===== config.mk =====
export PLATFORM = sky130hd
export DESIGN_NAME = rv_decode_top
export DESIGN_NICKNAME = d
export VERILOG_FILES = /design/src/hdl/rv_decode_pkg.sv /design/src/hdl/rv_ctrl_gen.sv /design/src/hdl/rv_decode_top.sv /design/src/hdl/rv_imm_gen.sv /design/src/hdl/rv_op_decode.sv /design/src/hdl/rv_stage_reg.sv
export SDC_FILE = /design/constraint.sdc
export NUM_CORES = 1
export LEC_CHECK = 0
export BUFFER_PORTS_ARGS = -buffer_cell sky130_fd_sc_hd__buf_2
export CAP_MARGIN = 20
export CORE_AREA = 2 2 105 107
export DETAILED_ROUTE_END_ITERATION = 10
export DIE_AREA = 0 0 107 109
export HOLD_SLACK_MARGIN = 0.06
export PLACE_DENSITY = 0.78
export SLEW_MARGIN = 20
export SYNTH_ARGS = -nofsm -noshare
export SYNTH_HDL_FRONTEND = slang
export SYNTH_SLANG_ARGS = --single-unit

===== constraint.sdc =====
create_clock -name i_clk -period 3.8 [get_ports i_clk]
set_input_delay 0.38 -clock i_clk [delete_from_list [all_inputs] [get_ports i_clk]]
set_output_delay 0.38 -clock i_clk [all_outputs]
set_load 0.01 [all_outputs]

===== src/hdl/rv_decode_pkg.sv =====
package rv_decode_pkg;

    localparam int XLEN       = 32;
    localparam int REG_ADDR_W = 5;
    localparam int CSR_ADDR_W = 12;

    // major opcodes, instruction bits 6..2
    localparam logic [4:0] OPC_LD   = 5'b00000;
    localparam logic [4:0] OPC_STR  = 5'b01000;
    localparam logic [4:0] OPC_ARI  = 5'b00100;
    localparam logic [4:0] OPC_ARR  = 5'b01100;
    localparam logic [4:0] OPC_AUI  = 5'b00101;
    localparam logic [4:0] OPC_LUI  = 5'b01101;
    localparam logic [4:0] OPC_B    = 5'b11000;
    localparam logic [4:0] OPC_JAL  = 5'b11011;
    localparam logic [4:0] OPC_JALR = 5'b11001;
    localparam logic [4:0] OPC_SYS  = 5'b11100;

    // low opcode bits of a 32-bit instruction
    localparam logic [1:0] OPC_FULL = 2'b11;

    localparam logic [11:0] FUNCT12_ECALL  = 12'h000;
    localparam logic [11:0] FUNCT12_EBREAK = 12'h001;
    localparam logic [11:0] FUNCT12_MRET   = 12'h302;

    localparam logic [6:0] FUNCT7_BASE = 7'b0000000;
    localparam logic [6:0] FUNCT7_ALT  = 7'b0100000;

    // one flag per major opcode, at most one set
    typedef struct packed {
        logic load;
        logic store;
        logic imm;
        logic reg_op;
        logic branch;
        logic lui;
        logic auipc;
        logic jal;
        logic jalr;
        logic sys;
    } instr_grp_t;

    typedef enum logic [4:0] {
        ALU_NONE,
        ADD, SUB, SLL, SLT, SLTU, XOR, SRL, SRA, OR, AND,
        BEQ, BNE, BLT, BGE, BLTU, BGEU
    } alu_op_e;

    // result group, one-hot or zero when the ALU is idle
    typedef struct packed {
        logic cmp;
        logic bits;
        logic shift;
        logic arith;
    } alu_res_t;

    typedef struct packed {
        logic cmp_eq;
        logic cmp_lts;
        logic cmp_ltu;
        logic cmp_inversed;
        logic bits_and;
        logic bits_or;
        logic bits_xor;
        logic arith_shl;
        logic arith_shr;
        logic arith_sub;
        logic arith_add;
        logic shift_arithmetical;
    } alu_ctrl_t;

    typedef struct packed {
        logic memory;
        logic pc_next;
        logic alu;
    } res_src_t;

    typedef struct packed {
        logic pc;
        logic r;
    } src_op1_t;

    typedef struct packed {
        logic j;
        logic i;
        logic r;
    } src_op2_t;

endpackage


===== src/hdl/rv_ctrl_gen.sv =====
`timescale 1ns/1ns

module rv_ctrl_gen
(
    input  rv_decode_pkg::instr_grp_t i_grp,
    input  rv_decode_pkg::alu_op_e    i_alu_op,
    output rv_decode_pkg::alu_res_t   o_alu_res,
    output rv_decode_pkg::alu_ctrl_t  o_alu_ctrl,
    output rv_decode_pkg::res_src_t   o_res_src,
    output rv_decode_pkg::src_op1_t   o_op1_src,
    output rv_decode_pkg::src_op2_t   o_op2_src,
    output logic                      o_reg_write
);

    import rv_decode_pkg::*;

    logic use_imm;

    // result group, stays zero for ALU_NONE
    assign o_alu_res.cmp   = i_alu_op inside {SLT, SLTU, BEQ, BNE, BLT, BGE, BLTU, BGEU};
    assign o_alu_res.bits  = i_alu_op inside {AND, OR, XOR};
    assign o_alu_res.shift = i_alu_op inside {SLL, SRL, SRA};
    assign o_alu_res.arith = i_alu_op inside {ADD, SUB};

    // compare flavour
    assign o_alu_ctrl.cmp_eq       = i_alu_op inside {BEQ, BNE};
    assign o_alu_ctrl.cmp_lts      = i_alu_op inside {SLT, BLT, BGE};
    assign o_alu_ctrl.cmp_ltu      = i_alu_op inside {SLTU, BLTU, BGEU};
    assign o_alu_ctrl.cmp_inversed = i_alu_op inside {BNE, BGE, BGEU};

    assign o_alu_ctrl.bits_and = (i_alu_op == AND);
    assign o_alu_ctrl.bits_or  = (i_alu_op == OR);
    assign o_alu_ctrl.bits_xor = (i_alu_op == XOR);

    assign o_alu_ctrl.arith_shl          = (i_alu_op == SLL);
    assign o_alu_ctrl.arith_shr          = i_alu_op inside {SRL, SRA};
    assign o_alu_ctrl.arith_sub          = (i_alu_op == SUB);
    assign o_alu_ctrl.arith_add          = (i_alu_op == ADD);
    assign o_alu_ctrl.shift_arithmetical = (i_alu_op == SRA);

    // auipc and jal add to the pc
    assign o_op1_src.pc = i_grp.auipc || i_grp.jal;
    assign o_op1_src.r  = !(i_grp.auipc || i_grp.jal);

    assign use_imm = i_grp.jalr || i_grp.load || i_grp.imm || i_grp.lui
                  || i_grp.auipc || i_grp.store;

    assign o_op2_src.j = i_grp.jal;
    assign o_op2_src.i = use_imm;
    assign o_op2_src.r = !(use_imm || i_grp.jal);

    // jumps write back the return address
    assign o_res_src.memory  = i_grp.load;
    assign o_res_src.pc_next = i_grp.jal || i_grp.jalr;
    assign o_res_src.alu     = !(i_grp.load || i_grp.jal || i_grp.jalr);

    assign o_reg_write = i_grp.load || i_grp.imm || i_grp.reg_op || i_grp.lui
                      || i_grp.auipc || i_grp.jal || i_grp.jalr || i_grp.sys;

endmodule


===== src/hdl/rv_decode_top.sv =====
`timescale 1ns/1ns

module rv_decode_top
#(
    parameter int EXTENSION_ZICSR = 0
)
(
    input  logic                                 i_clk,
    input  logic                                 i_rst,
    input  logic                                 i_stall,
    input  logic                                 i_flush,
    input  logic [rv_decode_pkg::XLEN-1:0]       i_instruction,
    input  logic [rv_decode_pkg::XLEN-1:0]       i_pc,
    output logic [rv_decode_pkg::CSR_ADDR_W-1:0] o_csr_idx,
    output logic [4:0]                           o_csr_imm,
    output logic                                 o_csr_imm_sel,
    output logic                                 o_csr_write,
    output logic                                 o_csr_set,
    output logic                                 o_csr_clear,
    output logic                                 o_csr_read,
    output logic                                 o_csr_ebreak,
    output logic [rv_decode_pkg::XLEN-1:0]       o_pc,
    output logic [rv_decode_pkg::XLEN-1:0]       o_pc_next,
    output logic [rv_decode_pkg::REG_ADDR_W-1:0] o_rs1,
    output logic [rv_decode_pkg::REG_ADDR_W-1:0] o_rs2,
    output logic [rv_decode_pkg::REG_ADDR_W-1:0] o_rd,
    output logic [rv_decode_pkg::XLEN-1:0]       o_imm_i,
    output logic [rv_decode_pkg::XLEN-1:0]       o_imm_j,
    output rv_decode_pkg::alu_res_t              o_alu_res,
    output rv_decode_pkg::alu_ctrl_t             o_alu_ctrl,
    output logic [2:0]                           o_funct3,
    output rv_decode_pkg::res_src_t              o_res_src,
    output logic                                 o_reg_write,
    output rv_decode_pkg::src_op1_t              o_op1_src,
    output rv_decode_pkg::src_op2_t              o_op2_src,
    output logic                                 o_inst_mret,
    output logic                                 o_inst_jalr,
    output logic                                 o_inst_jal,
    output logic                                 o_inst_branch,
    output logic                                 o_inst_store,
    output logic                                 o_inst_supported
);

    import rv_decode_pkg::*;

    logic [XLEN-1:0] instruction;
    instr_grp_t      grp;
    alu_op_e         alu_op;

    rv_stage_reg stage_reg_i
    (
        .i_clk         (i_clk),
        .i_rst         (i_rst),
        .i_stall       (i_stall),
        .i_flush       (i_flush),
        .i_instruction (i_instruction),
        .i_pc          (i_pc),
        .o_instruction (instruction),
        .o_pc          (o_pc),
        .o_pc_next     (o_pc_next)
    );

    rv_op_decode
    #(
        .EXTENSION_ZICSR (EXTENSION_ZICSR)
    )
    op_decode_i
    (
        .i_instruction    (instruction),
        .o_grp            (grp),
        .o_alu_op         (alu_op),
        .o_rs1            (o_rs1),
        .o_rs2            (o_rs2),
        .o_rd             (o_rd),
        .o_funct3         (o_funct3),
        .o_csr_idx        (o_csr_idx),
        .o_csr_imm        (o_csr_imm),
        .o_csr_imm_sel    (o_csr_imm_sel),
        .o_csr_write      (o_csr_write),
        .o_csr_set        (o_csr_set),
        .o_csr_clear      (o_csr_clear),
        .o_csr_read       (o_csr_read),
        .o_csr_ebreak     (o_csr_ebreak),
        .o_inst_mret      (o_inst_mret),
        .o_inst_branch    (o_inst_branch),
        .o_inst_jal       (o_inst_jal),
        .o_inst_jalr      (o_inst_jalr),
        .o_inst_store     (o_inst_store),
        .o_inst_supported (o_inst_supported)
    );

    rv_imm_gen imm_gen_i
    (
        .i_instruction (instruction),
        .i_grp         (grp),
        .o_imm_i       (o_imm_i),
        .o_imm_j       (o_imm_j)
    );

    rv_ctrl_gen ctrl_gen_i
    (
        .i_grp       (grp),
        .i_alu_op    (alu_op),
        .o_alu_res   (o_alu_res),
        .o_alu_ctrl  (o_alu_ctrl),
        .o_res_src   (o_res_src),
        .o_op1_src   (o_op1_src),
        .o_op2_src   (o_op2_src),
        .o_reg_write (o_reg_write)
    );

endmodule


===== src/hdl/rv_imm_gen.sv =====
`timescale 1ns/1ns

module rv_imm_gen
(
    input  logic [rv_decode_pkg::XLEN-1:0] i_instruction,
    input  rv_decode_pkg::instr_grp_t      i_grp,
    output logic [rv_decode_pkg::XLEN-1:0] o_imm_i,
    output logic [rv_decode_pkg::XLEN-1:0] o_imm_j
);

    import rv_decode_pkg::*;

    logic [XLEN-1:0] imm_i;
    logic [XLEN-1:0] imm_s;
    logic [XLEN-1:0] imm_b;
    logic [XLEN-1:0] imm_u;
    logic [XLEN-1:0] imm_j;
    logic            sign;

    assign sign = i_instruction[31];

    assign imm_i = {{21{sign}}, i_instruction[30:20]};
    assign imm_s = {{21{sign}}, i_instruction[30:25], i_instruction[11:7]};
    assign imm_b = {{20{sign}}, i_instruction[7], i_instruction[30:25],
                    i_instruction[11:8], 1'b0};
    assign imm_u = {i_instruction[31:12], 12'b0};
    assign imm_j = {{12{sign}}, i_instruction[19:12], i_instruction[20],
                    i_instruction[30:21], 1'b0};

    // operand immediate for the alu
    assign o_imm_i = (i_grp.lui || i_grp.auipc) ? imm_u :
                     i_grp.store                ? imm_s : imm_i;

    // jump target offset
    assign o_imm_j = i_grp.jal ? imm_j : imm_b;

endmodule


===== src/hdl/rv_op_decode.sv =====
`timescale 1ns/1ns

module rv_op_decode
#(
    parameter int EXTENSION_ZICSR = 0
)
(
    input  logic [rv_decode_pkg::XLEN-1:0]       i_instruction,
    output rv_decode_pkg::instr_grp_t            o_grp,
    output rv_decode_pkg::alu_op_e               o_alu_op,
    output logic [rv_decode_pkg::REG_ADDR_W-1:0] o_rs1,
    output logic [rv_decode_pkg::REG_ADDR_W-1:0] o_rs2,
    output logic [rv_decode_pkg::REG_ADDR_W-1:0] o_rd,
    output logic [2:0]                           o_funct3,
    output logic [rv_decode_pkg::CSR_ADDR_W-1:0] o_csr_idx,
    output logic [4:0]                           o_csr_imm,
    output logic                                 o_csr_imm_sel,
    output logic                                 o_csr_write,
    output logic                                 o_csr_set,
    output logic                                 o_csr_clear,
    output logic                                 o_csr_read,
    output logic                                 o_csr_ebreak,
    output logic                                 o_inst_mret,
    output logic                                 o_inst_branch,
    output logic                                 o_inst_jal,
    output logic                                 o_inst_jalr,
    output logic                                 o_inst_store,
    output logic                                 o_inst_supported
);

    import rv_decode_pkg::*;

    logic        full;
    logic [4:0]  opc;
    logic [2:0]  funct3;
    logic [6:0]  funct7;
    logic [11:0] funct12;
    logic        f7_base;
    logic        f7_alt;
    logic        sys_fn0;
    logic        inst_ecall;
    logic        inst_ebreak;
    logic        inst_mret;
    logic        inst_csr;
    logic        base_ok;

    assign full    = (i_instruction[1:0] == OPC_FULL);
    assign opc     = i_instruction[6:2];
    assign funct3  = i_instruction[14:12];
    assign funct7  = i_instruction[31:25];
    assign funct12 = i_instruction[31:20];
    assign f7_base = (funct7 == FUNCT7_BASE);
    assign f7_alt  = (funct7 == FUNCT7_ALT);

    always_comb
    begin
        o_grp = '0;
        if (full)
        begin
            case (opc)
                OPC_LD:   o_grp.load   = 1'b1;
                OPC_STR:  o_grp.store  = 1'b1;
                OPC_ARI:  o_grp.imm    = 1'b1;
                OPC_ARR:  o_grp.reg_op = 1'b1;
                OPC_B:    o_grp.branch = 1'b1;
                OPC_LUI:  o_grp.lui    = 1'b1;
                OPC_AUI:  o_grp.auipc  = 1'b1;
                OPC_JAL:  o_grp.jal    = 1'b1;
                OPC_JALR: o_grp.jalr   = 1'b1;
                OPC_SYS:  o_grp.sys    = 1'b1;
                default:  o_grp        = '0;
            endcase
        end
    end

    // funct7 only matters for register ops and immediate shifts
    always_comb
    begin
        o_alu_op = ALU_NONE;
        if (o_grp.load || o_grp.store)
            o_alu_op = ADD;
        else if (o_grp.imm || o_grp.reg_op)
        begin
            case (funct3)
                3'b000:
                begin
                    if (o_grp.imm || f7_base)
                        o_alu_op = ADD;
                    else if (f7_alt)
                        o_alu_op = SUB;
                end
                3'b001:  o_alu_op = f7_base ? SLL : ALU_NONE;
                3'b010:  o_alu_op = (o_grp.imm || f7_base) ? SLT : ALU_NONE;
                3'b011:  o_alu_op = (o_grp.imm || f7_base) ? SLTU : ALU_NONE;
                3'b100:  o_alu_op = (o_grp.imm || f7_base) ? XOR : ALU_NONE;
                3'b101:  o_alu_op = f7_base ? SRL : (f7_alt ? SRA : ALU_NONE);
                3'b110:  o_alu_op = (o_grp.imm || f7_base) ? OR : ALU_NONE;
                default: o_alu_op = (o_grp.imm || f7_base) ? AND : ALU_NONE;
            endcase
        end
        else if (o_grp.branch)
        begin
            case (funct3)
                3'b000:  o_alu_op = BEQ;
                3'b001:  o_alu_op = BNE;
                3'b100:  o_alu_op = BLT;
                3'b101:  o_alu_op = BGE;
                3'b110:  o_alu_op = BLTU;
                3'b111:  o_alu_op = BGEU;
                default: o_alu_op = ALU_NONE;
            endcase
        end
    end

    assign o_rd     = i_instruction[11:7];
    assign o_rs1    = o_grp.lui ? '0 : i_instruction[19:15];
    assign o_rs2    = i_instruction[24:20];
    assign o_funct3 = full ? funct3 : 3'b010;

    // system functions share funct3 zero
    assign sys_fn0     = o_grp.sys && (funct3 == 3'b000);
    assign inst_ecall  = sys_fn0 && (funct12 == FUNCT12_ECALL);
    assign inst_ebreak = sys_fn0 && (funct12 == FUNCT12_EBREAK);
    assign inst_mret   = sys_fn0 && (funct12 == FUNCT12_MRET);
    assign inst_csr    = o_grp.sys && (funct3[1:0] != 2'b00);

    assign o_csr_idx     = funct12;
    assign o_csr_imm     = i_instruction[19:15];
    assign o_csr_imm_sel = funct3[2];
    assign o_csr_write   = o_grp.sys && (funct3[1:0] == 2'b01);
    assign o_csr_set     = o_grp.sys && (funct3[1:0] == 2'b10);
    assign o_csr_clear   = o_grp.sys && (funct3[1:0] == 2'b11);
    assign o_csr_read    = o_grp.sys;
    assign o_csr_ebreak  = inst_ebreak;
    assign o_inst_mret   = inst_mret;

    assign o_inst_branch = o_grp.branch;
    assign o_inst_jal    = o_grp.jal;
    assign o_inst_jalr   = o_grp.jalr;
    assign o_inst_store  = o_grp.store;

    // alu, branch and memory ops are valid once an alu op is found
    assign base_ok = ((o_grp.imm || o_grp.reg_op || o_grp.branch) && (o_alu_op != ALU_NONE))
                   || (o_grp.load && (funct3 != 3'b011) && (funct3[2:1] != 2'b11))
                   || (o_grp.store && (funct3[2] == 1'b0) && (funct3[1:0] != 2'b11))
                   || (o_grp.jalr && (funct3 == 3'b000))
                   || o_grp.lui || o_grp.auipc || o_grp.jal
                   || inst_ecall || inst_ebreak;

    assign o_inst_supported = (i_instruction == '0) || base_ok
                            || ((inst_csr || inst_mret) && (EXTENSION_ZICSR != 0));

endmodule


===== src/hdl/rv_stage_reg.sv =====
`timescale 1ns/1ns

module rv_stage_reg
(
    input  logic                           i_clk,
    input  logic                           i_rst,
    input  logic                           i_stall,
    input  logic                           i_flush,
    input  logic [rv_decode_pkg::XLEN-1:0] i_instruction,
    input  logic [rv_decode_pkg::XLEN-1:0] i_pc,
    output logic [rv_decode_pkg::XLEN-1:0] o_instruction,
    output logic [rv_decode_pkg::XLEN-1:0] o_pc,
    output logic [rv_decode_pkg::XLEN-1:0] o_pc_next
);

    import rv_decode_pkg::*;

    // a zero word decodes as a bubble
    always_ff @(posedge i_clk)
    begin
        if (i_rst || i_flush)
            o_instruction <= '0;
        else if (!i_stall)
            o_instruction <= i_instruction;
    end

    // pc keeps its value across a flush
    always_ff @(posedge i_clk)
    begin
        if (i_rst)
            o_pc <= '0;
        else if (!i_flush && !i_stall)
            o_pc <= i_pc;
    end

    // no compressed instructions, always a 4 byte step
    assign o_pc_next = o_pc + XLEN'(4);

endmodule


=== Word level (Yosys, flattened, before mapping) ===
Cells that the tools add are included.

* Multiplexer cells: 31
* Bitwise logic cells: 1
* Add/subtract/negate cells: 1
* Reductions and logical operators: 66
* Equal/unequal tests: 42

{| class="wikitable"
|+ Operators by type and width
! kind !! number
|-
| $eq 5x4->1 const B || 11
|-
| $mux 5 || 7
|-
| $pmux 5 s7 || 1
|-
| $add 32x3->32 const B || 1
|-
| $logic_not 32->1 || 1
|-
| $logic_or 1x1->1 || 32
|-
| $mux 31 || 1
|-
| $eq 5x3->1 const B || 6
|-
| $pmux 5 s6 || 1
|-
| $eq 5x5->1 const B || 5
|-
| $mux 20 || 1
|-
| $reduce_bool 3->1 || 5
|-
| $logic_and 1x1->1 || 14
|-
| $eq 12x1->1 const B || 1
|-
| $eq 12x10->1 const B || 1
|-
| $eq 3x3->1 const B || 4
|-
| $logic_not 12->1 || 1
|-
| $mux 3 || 4
|-
| $mux 4 || 3
|-
| $eq 5x2->1 const B || 2
|-
| $mux 1 || 10
|-
| $mux 10 || 1
|-
| $reduce_bool 8->1 || 1
|-
| $eq 7x6->1 const B || 1
|-
| 15 further kinds || 26
|}

* Flip-flop bits (word level): 64
* Output and inout port bits: 200

=== Depth between registers and ports, before layout ===
* Depth after elaboration: 19
* Mapped depth: 8

=== By module ===
From an unflattened synthesis, not the netlist that was laid out.

* Cells, all modules: 616
* Area total of the unflattened synthesis: 4,768.3 sq um

{| class="wikitable"
|+ By module, submodules not included
! module !! instances !! area an instance (sq um) !! cells an instance !! seq. area each (sq um)
|-
| rv_stage_reg || 1 || 2,805.2 || 325 || 1,281.2
|-
| rv_op_decode || 1 || 996.0 || 148 || 0.0
|-
| rv_imm_gen || 1 || 604.3 || 89 || 0.0
|-
| rv_ctrl_gen || 1 || 362.8 || 54 || 0.0
|}

=== Worst setup path after synthesis ===
Ideal clock, no wire load.

* Path kind: reg2out
* Start point: register stage_reg_i.o_pc[2] in the netlist's numbering
* End point: output port o_pc_next[26] in the netlist's numbering
* Setup slack: 1,485 ps
* Arrival: 1,935 ps
* Data required time: 3,420 ps
* Buffers on the path: 1
* Stages on the path, launching flop included: 9
* Cell sequence: dfxtp_1 > ha_1 > and3_1 > and4_1 > nand2b_1 > or2_1 > clkbuf_1 > nor3_1 > xor2_1

* Cells in the longest elaborated chain, start to end: 1

{| class="wikitable"
|+ RTL lines
! what !! line !! text
|-
| start: declaration || rv_stage_reg.sv:12 || <nowiki>output logic [rv_decode_pkg::XLEN-1:0] o_pc,</nowiki>
|-
| start signal: assignment || rv_stage_reg.sv:33 || <nowiki>o_pc <= i_pc;</nowiki>
|-
| $add 32x3->32 || rv_stage_reg.sv:37 || <nowiki>assign o_pc_next = o_pc + XLEN'(4);</nowiki>
|-
| end: declaration || rv_decode_top.sv:23 || <nowiki>output logic [rv_decode_pkg::XLEN-1:0] o_pc_next,</nowiki>
|}

Every way passes these cells.

=== Worst setup path after layout ===
* Start point: register stage_reg_i.o_instruction[4] in the netlist's numbering
* End point: output port o_imm_i[21] in the netlist's numbering

* Cells in the longest elaborated chain, start to end: 5
* Elaborated cells on any way between the ends: 7
* Classes of those cells: 2 x eq/ne; 4 x mux; 1 x reduce/logical

{| class="wikitable"
|+ RTL lines
! what !! line !! text
|-
| start: declaration || rv_stage_reg.sv:11 || <nowiki>output logic [rv_decode_pkg::XLEN-1:0] o_instruction,</nowiki>
|-
| start signal: assignment || rv_stage_reg.sv:24 || <nowiki>o_instruction <= i_instruction;</nowiki>
|-
| $eq 5x4->1 or $eq 5x3->1 (tied branches) || rv_op_decode.sv:60 || <nowiki>case (opc)</nowiki>
|-
| $mux 1 || rv_op_decode.sv:60 ||
|-
| $mux 10 (*) || rv_op_decode.sv:58 || <nowiki>if (full)</nowiki>
|-
| $logic_or 1x1->1 (*) || rv_imm_gen.sv:31 || <nowiki>assign o_imm_i = (i_grp.lui || i_grp.auipc) ? imm_u :</nowiki>
|-
| $mux 31 (*) || rv_imm_gen.sv:31 ||
|-
| end: declaration || rv_decode_top.sv:27 || <nowiki>output logic [rv_decode_pkg::XLEN-1:0] o_imm_i,</nowiki>
|}

Every way passes the cells marked *; elsewhere a longest branch is shown, timed or not.

==> impl_metrics.ini <==
[layout]
fill_cells = 1045
multi_input_area_um2 = 2570
fin_nets = 856
drive_gt1_frac = 0.384
finalNonFillerCells = 933
seq_area_um2 = 1280
final_core_util = 0.536
syn_to_final_growth_pct = 28.3

[cts]
cts_max_path_buffers = 2
cts_tree = built
cts_resized = 0
cts_buffers = 9
clk_pin_slew_worst_paths_ns = 0.08
cts_hold_buf = 0
cts.htree.levels = 3
cts-root-buf = clkbuf_8
cts.sinks = 64
cts_setup_buffers = 0
insertion_delay_ns = 0.32

[power_and_ir_drop]
power.leakage_nw = 3.31
p_clk_frac = 0.379
swShare = 0.280
p_comb_frac = 0.169
seqPwrFrac = 0.451
power.density_nw_per_um2 = 289
p_int_mw = 1.18
ir_drop_v = 0.000191
p_sw_uw = 460

[min_path]
hold_depth = 3
hold_path_class = in2reg
min_to = stage_reg_i.o_pc[15]
hold_start = i_pc[15]

[sta]
slew_violations = 0
setup_violations = 0
worst_hold_slack_ns = 0.280
fin_crit_ns = 3.08
rsz0062_at_grt = false
max_freq_mhz = 324
tightest_slew_ns = 0.751
hold_viol = 0
tns_ns = 0
finalWorstSetupSlack_ns = 0.716
skew_ns = 0
slew_headroom = 0.499
finalCritPeriodShare = 0.812

[yosys]
synth_top_family_by_area = simple AND/OR/NAND/NOR gates
syn_nets = 662
ys_seq_area_frac = 0.289
synth_mux_area_frac = 0.101
ys_top_cells_by_area = dfxtp_1 29%, mux2i_1 8.8%, buf_4 8.8%, nand2_1 7.9%, nor2_1 5.4%
synth_top_cell_area_share = 0.289
synth-edff-count = 0
synth_compound_area_frac = 0.136
syn_area_per_cell_um2 = 7.47
synth_cell_types = 53
synth-simple-area-share = 0.278
synth_warnings = 0
synthXorXnorAreaFrac = 0.0593
syn_inst = 593
synth_ff_type = dfxtp_1
synth_area_um2 = 4430
synthAdderAreaFrac = 0.00282
ys_async_sr_fraction = 0
synth_seq_cells = 64
synth.largest_area_cell = dfxtp_1

[floorplanning]
start_util = 0.418
io_pins = 268
dieArea_um2 = 11700
die_x_um = 107
die_h_um = 109
rows = 38
core_area_um2 = 10600

[worst_setup_path]
critPathKind = reg2out
cp-start-kind = flop
cp_max_fo = 36
rrSetupSlack_ns = 2.75
rr_endpoint = stage_reg_i.o_instruction[13]
r2r-start = stage_reg_i.o_instruction[13]
reg2reg_depth = 3
crit_required_ns = 3.42
crit_path_end_kind = output port
critical_path_arrival_ns = 2.70

[run]
maxCapViolCount = 0

[detailed_routing]
ant_nets = 0
wire_per_inst_um = 14.9
wirelength_um = 13900
vias = 4676
drt-initial-drc-count = 187
drt-vias-per-instance = 5.01
drtPass1Iterations = 4
drc = 0

[global_routing]
antenna_found_initial = 2
grt_pass1_wl_um = 21100
grt_max_degree = 37
first_global_vias = 4218
track_usage = 0.229
grt-ovfl-total = 0

[placement]
dp_worst_setup_slack_ns = 1.11
dp.cells = 916
portBuffers = 266
place_hpwl_um = 10500
place_congestion = 0.941

[run_status]
status = completed
## power by group through the flow
stage	registers, mW	clock network, mW	logic, mW
3_5_place_dp	0.756	0	0.277
5_1_grt	0.746	0.682	0.306
6_report	0.741	0.623	0.278
2_1_floorplan	0.749	0	0.178
4_1_cts	0.741	0.644	0.279
3_3_place_gp	0.756	0	0.275
## stage by stage
stage | instance area (um^2) | total power [mW]
after floorplan | 4430 | 0.927
after global placement | 5460 | 1.03
after detailed placement | 5460 | 1.03
after CTS | 5680 | 1.66
after global routing | 5680 | 1.73
final | 5680 | 1.64
## worst max-delay path by stage
stage / startpoint / to / slack (ns) / depth (start not counted)
after global routing: stage_reg_i.o_instruction[4] / o_alu_res[3] / 0.48 / 8
after detailed placement: stage_reg_i.o_instruction[4] / o_imm_i[21] / 1.11 / 7
final: stage_reg_i.o_instruction[4] / o_imm_i[21] / 0.72 / 7
after global placement: stage_reg_i.o_instruction[4] / o_imm_i[21] / 1.14 / 7
after CTS: stage_reg_i.o_instruction[4] / o_imm_i[21] / 0.72 / 7
after floorplan: stage_reg_i.o_pc[2] / o_pc_next[26] / 1.48 / 8
## registers in the layout, summed over array words and instances, names as in the netlist
signal / count
stage_reg_i.o_instruction: 32
stage_reg_i.o_pc: 32
## worst max-delay path, stage by stage, from the launching register on
cell	delay [ns]
dfxtp_1	0.58
nor2b_1	0.43
nor4bb_4	0.36
buf_4	0.38
nor2b_1	0.08
buf_4	0.22
a21o_1	0.18
buf_2	0.14
## placed cells by master, fill, tap and decap left out, types with 6 or more instances in the layout
master      n
buf_2     266
inv_1      10
nor3_1      9
nand2_1    93
xor2_1     11
nand3_1     9
clkbuf_8   12
a21o_1     30
dfxtp_1    64
and3_1     12
mux2i_1    39
and2_1      7
nor2b_1    18
nand4_1     7
xnor2_1    19
nor2_1     63
buf_4       8
nor4_1      6
a21oi_1    39
## cell usage after synthesis (all sizes together), types with 2 or more instances
| cell | count |
|---|---|
| o22ai | 5 |
| nor3b | 4 |
| and4 | 3 |
| a21o | 30 |
| and3 | 12 |
| a21oi | 39 |
| buf | 60 |
| nor3 | 9 |
| o311ai | 2 |
| nor2 | 64 |
| a31oi | 3 |
| nand2 | 93 |
| nand3 | 10 |
| o21ai | 9 |
| xor2 | 11 |
| mux2 | 5 |
| nor2b | 18 |
| mux2i | 39 |
| inv | 11 |
| nand4 | 7 |
| and2 | 7 |
| nand2b | 5 |
| dfxtp | 64 |
| nor4 | 7 |
| xnor2 | 19 |
| or2 | 7 |
| nand4bb | 2 |
| clkbuf | 31 |
## cell type report
| cell class | instances | share of cell area |
|---|---|---|
| antenna | 1 | 0.000440 |
| clock buffer | 12 | 0.0291 |
| multi-input combinational | 427 | 0.453 |
| tap | 140 | 0.0308 |
| inverter | 11 | 0.00727 |
| sequential | 64 | 0.225 |
| clock inverter | 4 | 0.00903 |
| timing repair buffer | 274 | 0.245 |
## logic make-up after synthesis
group | after synthesis
simple gates | 255
buf+inv | 102
compound gates | 96
flops | 64
mux | 44
xor+xnor | 30
fa+ha+maj | 1
other cells | 1
## layer usage
metal  GRT usage  wire [um]  vias to the layer above
met5           0         16                        -
li1            -          -                     2332
met1       0.255       5490                     2127
met4      0.0584        146                        2
met3      0.0771       1280                       15
met2       0.418       6960                      200
No activity file was read; power rests on OpenSTA's default activity.
